### src/hw/core_config.svh
`ifndef CORE_CONFIG_SVH
`define CORE_CONFIG_SVH

`define CORE_XLEN       32
`define CORE_NREGS      32

// base opcodes
`define CORE_OP_REG     7'b0110011
`define CORE_OP_IMM     7'b0010011
`define CORE_OP_LUI     7'b0110111

// funct3 / funct7 of the kept alu ops
`define CORE_F3_ADD     3'b000
`define CORE_F3_SLT     3'b010
`define CORE_F3_XOR     3'b100
`define CORE_F3_OR      3'b110
`define CORE_F3_AND     3'b111
`define CORE_F7_BASE    7'b0000000
`define CORE_F7_SUB     7'b0100000

`endif

### src/hw/core_pkg.sv
`include "core_config.svh"

package core_pkg;

    typedef logic [`CORE_XLEN-1:0] xlen_t;
    typedef logic [4:0] reg_addr_t;

    // PASS_B serves lui
    typedef enum logic [2:0] {
        ALU_ADD,
        ALU_SUB,
        ALU_AND,
        ALU_OR,
        ALU_XOR,
        ALU_SLT,
        ALU_PASS_B
    } alu_op_t;

    // rs1/rs2 are zero when the instruction does not read them
    typedef struct packed {
        alu_op_t   alu_op;
        logic      op2_is_imm;
        logic      rf_wen;
        reg_addr_t rs1;
        reg_addr_t rs2;
        reg_addr_t rd;
    } ctrl_t;

    typedef struct packed {
        ctrl_t ctrl;
        xlen_t imm;
    } id_ds_t;

    typedef struct packed {
        ctrl_t ctrl;
        xlen_t op1;
        xlen_t op2;
    } ds_exe_t;

    typedef struct packed {
        reg_addr_t rd;
        logic      rf_wen;
        xlen_t     result;
    } exe_wb_t;

    typedef struct packed {
        reg_addr_t rd;
        logic      wen;
        xlen_t     wdata;
    } retire_t;

    typedef logic [`CORE_NREGS-1:0][`CORE_XLEN-1:0] regs_t;

endpackage

### src/hw/core_top.sv
`timescale 1ns/1ns

module core_top (
    input  logic              clk,
    input  logic              reset_i,
    input  logic              inst_valid_i,
    input  logic [31:0]       inst_i,
    output logic              inst_ready_o,
    output logic              retire_valid_o,
    output core_pkg::retire_t retire_o,
    output core_pkg::xlen_t   gp_o
);

    logic              hazard_stall;
    logic              id_valid;
    core_pkg::id_ds_t  id_ds;
    logic              ds_valid;
    core_pkg::id_ds_t  ds_q;
    core_pkg::ds_exe_t ds_exe;
    logic              exe_valid;
    core_pkg::ds_exe_t exe_q;
    core_pkg::exe_wb_t exe_wb;
    logic              wb_valid;
    core_pkg::exe_wb_t wb_q;
    core_pkg::regs_t   regs;

    decode_unit u_decode (
        .clk            (clk),
        .reset_i        (reset_i),
        .inst_valid_i   (inst_valid_i),
        .inst_i         (inst_i),
        .hazard_stall_i (hazard_stall),
        .inst_ready_o   (inst_ready_o),
        .id_valid_o     (id_valid),
        .id_o           (id_ds)
    );

    // ds holds on a hazard
    pipe_stage_reg #(.payload_t(core_pkg::id_ds_t)) u_ds_reg (
        .clk        (clk),
        .reset_i    (reset_i),
        .hold_i     (hazard_stall),
        .bubble_i   (1'b0),
        .in_valid_i (id_valid),
        .in_i       (id_ds),
        .valid_o    (ds_valid),
        .out_o      (ds_q)
    );

    operand_select u_opsel (
        .ds_valid_i     (ds_valid),
        .ds_i           (ds_q),
        .exe_valid_i    (exe_valid),
        .exe_ctrl_i     (exe_q.ctrl),
        .wb_valid_i     (wb_valid),
        .wb_i           (wb_q),
        .regs_i         (regs),
        .hazard_stall_o (hazard_stall),
        .ds_exe_o       (ds_exe)
    );

    // exe takes a bubble on a hazard
    pipe_stage_reg #(.payload_t(core_pkg::ds_exe_t)) u_exe_reg (
        .clk        (clk),
        .reset_i    (reset_i),
        .hold_i     (1'b0),
        .bubble_i   (hazard_stall),
        .in_valid_i (ds_valid),
        .in_i       (ds_exe),
        .valid_o    (exe_valid),
        .out_o      (exe_q)
    );

    execute_unit u_exe (
        .exe_i    (exe_q),
        .exe_wb_o (exe_wb)
    );

    pipe_stage_reg #(.payload_t(core_pkg::exe_wb_t)) u_wb_reg (
        .clk        (clk),
        .reset_i    (reset_i),
        .hold_i     (1'b0),
        .bubble_i   (1'b0),
        .in_valid_i (exe_valid),
        .in_i       (exe_wb),
        .valid_o    (wb_valid),
        .out_o      (wb_q)
    );

    writeback_regfile u_wb (
        .clk            (clk),
        .reset_i        (reset_i),
        .wb_valid_i     (wb_valid),
        .wb_i           (wb_q),
        .regs_o         (regs),
        .retire_valid_o (retire_valid_o),
        .retire_o       (retire_o),
        .gp_o           (gp_o)
    );

endmodule

### src/hw/decode_unit.sv
`timescale 1ns/1ns

`include "core_config.svh"

module decode_unit (
    input  logic             clk,
    input  logic             reset_i,
    input  logic             inst_valid_i,
    input  logic [31:0]      inst_i,
    input  logic             hazard_stall_i,
    output logic             inst_ready_o,
    output logic             id_valid_o,
    output core_pkg::id_ds_t id_o
);

    logic                id_valid_q;
    logic [31:0]         id_inst_q;
    logic [6:0]          opcode;
    logic [2:0]          funct3;
    logic [6:0]          funct7;
    logic                supported;
    logic                use_rs1;
    logic                use_rs2;
    logic                op2_is_imm;
    core_pkg::alu_op_t   alu_op;
    core_pkg::reg_addr_t rd;

    // blocked only while a valid word cannot move on
    assign inst_ready_o = !(id_valid_q && hazard_stall_i);

    always_ff @(posedge clk) begin
        if (reset_i) begin
            id_valid_q <= 1'b0;
        end else if (inst_ready_o) begin
            id_valid_q <= inst_valid_i;
        end
    end

    always_ff @(posedge clk) begin
        if (inst_valid_i && inst_ready_o) begin
            id_inst_q <= inst_i;
        end
    end

    assign opcode = id_inst_q[6:0];
    assign funct3 = id_inst_q[14:12];
    assign funct7 = id_inst_q[31:25];
    assign rd     = id_inst_q[11:7];

    always_comb begin
        supported  = 1'b0;
        use_rs1    = 1'b0;
        use_rs2    = 1'b0;
        op2_is_imm = 1'b0;
        alu_op     = core_pkg::ALU_ADD;
        case (opcode)
            `CORE_OP_REG: begin
                use_rs1   = 1'b1;
                use_rs2   = 1'b1;
                supported = (funct7 == `CORE_F7_BASE);
                case (funct3)
                    `CORE_F3_ADD: begin
                        if (funct7 == `CORE_F7_SUB) begin
                            supported = 1'b1;
                            alu_op    = core_pkg::ALU_SUB;
                        end
                    end
                    `CORE_F3_SLT: alu_op = core_pkg::ALU_SLT;
                    `CORE_F3_XOR: alu_op = core_pkg::ALU_XOR;
                    `CORE_F3_OR:  alu_op = core_pkg::ALU_OR;
                    `CORE_F3_AND: alu_op = core_pkg::ALU_AND;
                    default:      supported = 1'b0;
                endcase
            end
            `CORE_OP_IMM: begin
                use_rs1    = 1'b1;
                op2_is_imm = 1'b1;
                supported  = 1'b1;
                case (funct3)
                    `CORE_F3_ADD: alu_op = core_pkg::ALU_ADD;
                    `CORE_F3_XOR: alu_op = core_pkg::ALU_XOR;
                    `CORE_F3_OR:  alu_op = core_pkg::ALU_OR;
                    `CORE_F3_AND: alu_op = core_pkg::ALU_AND;
                    // slti and shifts are not kept
                    default:      supported = 1'b0;
                endcase
            end
            `CORE_OP_LUI: begin
                op2_is_imm = 1'b1;
                supported  = 1'b1;
                alu_op     = core_pkg::ALU_PASS_B;
            end
            default: supported = 1'b0;
        endcase
    end

    // unsupported words become bubbles that read and write nothing
    always_comb begin
        id_o.ctrl.alu_op     = alu_op;
        id_o.ctrl.op2_is_imm = op2_is_imm;
        id_o.ctrl.rf_wen     = supported && (rd != '0);
        id_o.ctrl.rs1        = (supported && use_rs1) ? id_inst_q[19:15] : '0;
        id_o.ctrl.rs2        = (supported && use_rs2) ? id_inst_q[24:20] : '0;
        id_o.ctrl.rd         = supported ? rd : '0;
        if (opcode == `CORE_OP_LUI) begin
            id_o.imm = {id_inst_q[31:12], 12'b0};
        end else begin
            id_o.imm = {{20{id_inst_q[31]}}, id_inst_q[31:20]};
        end
    end

    assign id_valid_o = id_valid_q;

endmodule

### src/hw/execute_unit.sv
`timescale 1ns/1ns

module execute_unit (
    input  core_pkg::ds_exe_t exe_i,
    output core_pkg::exe_wb_t exe_wb_o
);

    core_pkg::xlen_t result;
    logic            less_signed;

    assign less_signed = $signed(exe_i.op1) < $signed(exe_i.op2);

    always_comb begin
        case (exe_i.ctrl.alu_op)
            core_pkg::ALU_ADD: begin
                result = exe_i.op1 + exe_i.op2;
            end
            core_pkg::ALU_SUB: begin
                result = exe_i.op1 - exe_i.op2;
            end
            core_pkg::ALU_AND: begin
                result = exe_i.op1 & exe_i.op2;
            end
            core_pkg::ALU_OR: begin
                result = exe_i.op1 | exe_i.op2;
            end
            core_pkg::ALU_XOR: begin
                result = exe_i.op1 ^ exe_i.op2;
            end
            core_pkg::ALU_SLT: begin
                result = core_pkg::xlen_t'(less_signed);
            end
            // lui immediate is already shifted in decode
            core_pkg::ALU_PASS_B: begin
                result = exe_i.op2;
            end
            default: begin
                result = '0;
            end
        endcase
    end

    assign exe_wb_o.rd     = exe_i.ctrl.rd;
    assign exe_wb_o.rf_wen = exe_i.ctrl.rf_wen;
    assign exe_wb_o.result = result;

endmodule

### src/hw/operand_select.sv
`timescale 1ns/1ns

module operand_select (
    input  logic              ds_valid_i,
    input  core_pkg::id_ds_t  ds_i,
    input  logic              exe_valid_i,
    input  core_pkg::ctrl_t   exe_ctrl_i,
    input  logic              wb_valid_i,
    input  core_pkg::exe_wb_t wb_i,
    input  core_pkg::regs_t   regs_i,
    output logic              hazard_stall_o,
    output core_pkg::ds_exe_t ds_exe_o
);

    logic            exe_writes;
    logic            rs1_hit;
    logic            rs2_hit;
    core_pkg::xlen_t rs1_val;
    core_pkg::xlen_t rs2_val;

    // exe result is too late to forward, so a match there costs a cycle
    assign exe_writes = exe_valid_i && exe_ctrl_i.rf_wen && (exe_ctrl_i.rd != '0);

    assign rs1_hit = (ds_i.ctrl.rs1 != '0) && (ds_i.ctrl.rs1 == exe_ctrl_i.rd);
    assign rs2_hit = !ds_i.ctrl.op2_is_imm && (ds_i.ctrl.rs2 != '0) &&
                     (ds_i.ctrl.rs2 == exe_ctrl_i.rd);

    assign hazard_stall_o = ds_valid_i && exe_writes && (rs1_hit || rs2_hit);

    // x0 first, then wb bypass, then the register file
    function automatic core_pkg::xlen_t read_reg(
        input core_pkg::reg_addr_t addr,
        input logic                wb_valid,
        input core_pkg::exe_wb_t   wb,
        input core_pkg::regs_t     regs
    );
        core_pkg::xlen_t value;
        if (addr == '0) begin
            value = '0;
        end else if (wb_valid && wb.rf_wen && (wb.rd == addr)) begin
            value = wb.result;
        end else begin
            value = regs[addr];
        end
        return value;
    endfunction

    always_comb begin
        rs1_val = read_reg(ds_i.ctrl.rs1, wb_valid_i, wb_i, regs_i);
        rs2_val = read_reg(ds_i.ctrl.rs2, wb_valid_i, wb_i, regs_i);
    end

    always_comb begin
        ds_exe_o.ctrl = ds_i.ctrl;
        ds_exe_o.op1  = rs1_val;
        if (ds_i.ctrl.op2_is_imm) begin
            ds_exe_o.op2 = ds_i.imm;
        end else begin
            ds_exe_o.op2 = rs2_val;
        end
    end

endmodule

### src/hw/pipe_stage_reg.sv
`timescale 1ns/1ns

module pipe_stage_reg #(
    parameter type payload_t = logic
) (
    input  logic     clk,
    input  logic     reset_i,
    input  logic     hold_i,
    input  logic     bubble_i,
    input  logic     in_valid_i,
    input  payload_t in_i,
    output logic     valid_o,
    output payload_t out_o
);

    logic     valid_q;
    payload_t payload_q;

    // hold wins over bubble
    always_ff @(posedge clk) begin
        if (reset_i) begin
            valid_q <= 1'b0;
        end else if (!hold_i) begin
            valid_q <= in_valid_i && !bubble_i;
        end
    end

    always_ff @(posedge clk) begin
        if (!hold_i) begin
            payload_q <= in_i;
        end
    end

    assign valid_o = valid_q;
    assign out_o   = payload_q;

endmodule

### src/hw/writeback_regfile.sv
`timescale 1ns/1ns

module writeback_regfile (
    input  logic              clk,
    input  logic              reset_i,
    input  logic              wb_valid_i,
    input  core_pkg::exe_wb_t wb_i,
    output core_pkg::regs_t   regs_o,
    output logic              retire_valid_o,
    output core_pkg::retire_t retire_o,
    output core_pkg::xlen_t   gp_o
);

    core_pkg::regs_t regs_q;
    logic            wr_en;

    assign wr_en = wb_valid_i && wb_i.rf_wen && (wb_i.rd != '0);

    always_ff @(posedge clk) begin
        if (reset_i) begin
            regs_q <= '0;
        end else if (wr_en) begin
            regs_q[wb_i.rd] <= wb_i.result;
        end
    end

    assign regs_o = regs_q;

    // retire report lines up with the write edge
    assign retire_valid_o = wb_valid_i;
    assign retire_o.rd    = wb_i.rd;
    assign retire_o.wen   = wb_i.rf_wen;
    assign retire_o.wdata = wb_i.result;

    // x3 is gp
    assign gp_o = regs_q[3];

    // decode must already have dropped rf_wen for rd = x0
    a_no_x0_write: assert property (
        @(posedge clk) disable iff (reset_i)
        wb_valid_i && wb_i.rf_wen |-> wb_i.rd != '0
    ) else $error("write to x0 reached writeback");

endmodule

### config.mk
export PLATFORM = sky130hd
export DESIGN_NAME = core_top
export DESIGN_NICKNAME = d
export VERILOG_FILES = /design/src/hw/core_pkg.sv /design/src/hw/core_top.sv /design/src/hw/decode_unit.sv /design/src/hw/execute_unit.sv /design/src/hw/operand_select.sv /design/src/hw/pipe_stage_reg.sv /design/src/hw/writeback_regfile.sv
export VERILOG_INCLUDE_DIRS = /design/src /design/src/hw
export SDC_FILE = /design/constraint.sdc
export NUM_CORES = 2
export LEC_CHECK = 0
export BUFFER_PORTS_ARGS = -buffer_cell sky130_fd_sc_hd__buf_2
export CAP_MARGIN = 20
export CORE_UTILIZATION = 35
export DETAILED_ROUTE_END_ITERATION = 12
export GPL_TIMING_DRIVEN = 1
export PLACE_DENSITY = 0.56
export SYNTH_ARGS = -nofsm -noshare
export SYNTH_HDL_FRONTEND = slang
export SYNTH_SLANG_ARGS = --single-unit
### constraint.sdc
create_clock -name clk -period 3.3 [get_ports clk]
set_input_delay 0.99 -clock clk [delete_from_list [all_inputs] [get_ports clk]]
set_output_delay 0.99 -clock clk [all_outputs]
set_load 0.02 [all_outputs]
==> run_results.csv <==
group,metric,value,unit
sta,setup_viol,2,
floorplan,rows,155,
finish,final_cell_mix,"nand2_1 (2122), dfxtp_1 (1136), a21oi_1 (1078)",
sta,tns,-0.05079,ns
logic_synthesis,synth_cells,7041,
sta,slew_violations,0,
logic_synthesis,synth-edff-count,84,
clocking,clockBufferDepth,3,
worst_setup_path,reg2regPathDepth,7,
global_routing,antenna_found_initial,7,
clocking,worstSkewPairLatency,0.81,ns
logic_synthesis,avgSynthCellArea,9.011,µm²
floorplan,dieArea,0.1830,mm²
logic_synthesis,synth_nets,7174,
run_status,failed_checks,"setup timing",
sta,rsz0062_at_grt,"yes",
placement,place_congestion,0.9395,
floorplan,ios,107,
sta,clock.fmax,0.2998,GHz
logic_synthesis,syn_area,0.06345,mm²
worst_setup_path,path_class,"flop to flop",
placement,dp_hpwl,155000,µm
floorplan,coreArea,0.1792,mm²
logic_synthesis,ys_types,84,
min_path,hold_path.class,"flop to flop",
clocking,root_buffer,"clkbuf_16",
finish,area_delta_synth_final,14.79,%
worst_setup_path,crit_fanout,14,
sta,finalCritPeriodShare,101.1,%
worst_setup_path,cp_data_required_time,3.97,ns
clocking,clk_pin_slew,0.07,ns
clocking,clock_sinks,1223,
sta,period_minus_slack,3.335,ns
finish,drive_gt1_share,19.03,%
route,postRouteWirelength,254100,µm
sta,setup_slack,-0.03522,ns
power_and_ir_drop,clkPwrFrac,50.3,%
logic_synthesis,yosysSeqAreaShare,39.91,%
logic_synthesis,synthFlopType,"dfxtp_1",
route,drc_errors,0,
sta,timing.hold.ws,0.3391,ns
sta,skew,0.03710,ns
route,drtIter0Drc,7296,
worst_setup_path,critical_path.endpoint,"u_exe_reg.out_o[5]$_DFF_P_",
clocking,cts_buffers,135,
worst_setup_path,timing.rr.end,"u_exe_reg.out_o[5]$_DFF_P_",
power_and_ir_drop,seq_power_share,47.5,%
power_and_ir_drop,power_density,435.3,mW/mm²
sta,slew_headroom,26.22,%
global_routing,grt_first_pass_wirelength,364800,µm
route,vias,55743,
worst_setup_path,ff2ff_setup_slack,-0.04,ns
power_and_ir_drop,p_comb_share,2.1,%
finish,final_common_cell,"nand2_1",
floorplan,dieHeight,427.8,µm
placement,place_area,0.06788,mm²
power_and_ir_drop,switching_share,22.67,%
power_and_ir_drop,power.internal,24.52,mW
sta,hold_viol,0,
worst_setup_path,critPathLaunchType,"flop",
placement,place.port_buffers,106,
worst_setup_path,r2r_start,"u_wb_reg.out_o[36]$_DFF_P_",
sta,tightest_slew,1.107,ns
power_and_ir_drop,total_power,31.70,mW
route,post_drt_via_cell_ratio,5.943,
finish,finish.net_count,7044,
flow_run,maxCapViolations,0,
finish,fin_area,0.07283,mm²
clocking,cts_max_level,4,
route,routedWlPerCell,27.09,µm
placement,place_ws,-0.09825,ns
route,drtPass1Iterations,8,
power_and_ir_drop,power_switching,7.188,mW
global_routing,grt_use_total,27.07,%
logic_synthesis,synthArstFlopShare,0,%
worst_setup_path,crit_start,"u_wb_reg.out_o[36]$_DFF_P_",
logic_synthesis,ys_ff_latch,1223,
clocking,cts_tree,"yes",
route,drt.antenna.violating_nets,0,
run_status,outcome,"complete, but fails checks",
logic_synthesis,synth_warnings,0,
power_and_ir_drop,p_leak,23.05,nW
power_and_ir_drop,ir_worst_vdd,488.7,µV
global_routing,grt_max_degree,111,
floorplan,start_util,35.41,%
worst_setup_path,crit_path_end_kind,"flop",
global_routing,grt_pass1_vias,52638,
worst_setup_path,arrival,4.01,ns
floorplan,die_x,427.8,µm
global_routing,overflow,0,
[power by group through the flow]
| stage | clock network (mW) | logic (mW) | registers (mW) |
|---|---|---|---|
| floorplan | 0 | 0.396 | 15.4 |
| global placement | 0 | 0.656 | 15.4 |
| detailed placement | 0 | 0.660 | 15.4 |
| CTS | 16.1 | 0.662 | 15.1 |
| global route | 16.7 | 0.717 | 15.1 |
| finish | 15.9 | 0.681 | 15.1 |
[state kept, by name, indices dropped and copies added, names as in the netlist]
| signal | cells |
|---|---|
| u_wb.regs_o | 992 |
| u_ds_reg.out_o | 52 |
| u_exe_reg.valid_o | 1 |
| u_wb_reg.valid_o | 1 |
| u_decode.id_valid_o | 1 |
| u_ds_reg.valid_o | 1 |
| u_decode.id_inst_q | 32 |
| u_wb_reg.out_o | 38 |
| u_wb.gp_o | 32 |
| u_exe_reg.out_o | 73 |
[area by class of cell]
class,count,area (µm²)
Fill cell,17419,106400
Multi-Input combinational cell,4988,35200
Sequential cell,1223,25330
Timing Repair Buffer,462,4369
Clock buffer,195,3990
Tap cell,2355,2947
Clock inverter,52,608.1
Inverter,101,379.1
Antenna cell,4,10.01
[synthesized netlist by cell type (12+ instances only)]
cell type	number	area share, %
dfxtp_1	1139	36
nand2_1	2146	13
edfxtp_1	84	4.0
mux2i_1	191	3.0
a21oi_1	1080	8.5
buf_1	50	0.30
nand4_1	12	0.12
mux4_2	544	19
xnor2_1	25	0.35
nor3_1	30	0.24
o21bai_1	13	0.15
buf_2	66	0.52
o21ai_0	116	0.91
nor2b_1	57	0.56
ha_1	96	1.9
inv_1	99	0.59
a22oi_1	12	0.14
o21a_1	12	0.14
o22ai_1	18	0.18
a21o_1	34	0.40
and3_1	13	0.13
a211oi_1	45	0.53
a221oi_1	98	1.4
clkbuf_1	574	3.4
nor2_1	216	1.3
and2_1	16	0.16
o211ai_1	43	0.51
buf_4	37	0.44
nand3_1	21	0.17
o221ai_1	12	0.17
[how the worst min path moves through the flow]
stage | start | end | depth (start not counted)
2_1_floorplan | u_ds_reg.out_o[32]$_SDFFCE_PN0N_ | u_exe_reg.out_o[64]$_DFF_P_ | 0
3_3_place_gp | u_ds_reg.out_o[49]$_SDFFCE_PN0N_ | u_exe_reg.out_o[81]$_DFF_P_ | 0
3_5_place_dp | u_ds_reg.out_o[49]$_SDFFCE_PN0N_ | u_exe_reg.out_o[81]$_DFF_P_ | 0
4_1_cts | inst_i[30] | u_decode.id_inst_q[30]$_DFFE_PP_ | 1
5_1_grt | inst_i[15] | u_decode.id_inst_q[15]$_DFFE_PP_ | 1
6_report | u_ds_reg.out_o[33]$_SDFFCE_PN0N_ | u_exe_reg.out_o[65]$_DFF_P_ | 0
[cell families (layout without fill, tap and decap cells)]
family	after synthesis	count (layout)	synth area share, %
XOR/XNOR	35	35	0.4831
multiplexers	737	737	22.36
other	0	4	0
adder cells (fa/ha/maj)	98	98	1.956
buffers and inverters	830	810	5.263
AND/OR/NAND/NOR	2558	2558	15.87
flip-flops	1223	1223	39.91
AO/OA/AOI/OAI	1560	1560	14.16
[worst max-delay path, stage by stage, from the launching register on]
cell,delay [ns]
dfxtp_1,0.89
xnor2_1,0.19
nand4_1,0.14
or3_2,0.69
buf_4,0.30
o211ai_1,0.25
o21ai_0,0.35
o21ai_1,0.40
[what timing repair did]
action	4_1_cts	5_1_grt
resized for setup	12	23
hold buffers	0	0
cloned	1	2
setup buffers	7	13
setup endpoints to repair	5	20
pin swaps	4	8
[per-layer routing]
metal  share of wire [%]  track usage, %  wire, µm  vias up
met1                  38           34.31     97600    27446
met5               0.021               0        54        -
met2                  47           43.44    118600     3143
met3                 9.4           5.670     24010      694
met4                 5.5           13.94     13880        6
li1                    -               -         -    24454
[through the flow]
step | utilization [%] | cells
CTS | 40.51 | 9362
global placement | 37.87 | 9106
detailed placement | 37.88 | 9107
global route | 40.64 | 9377
finish | 40.64 | 9380
floorplan | - | 7041
No activity file was read; power rests on OpenSTA's default activity.
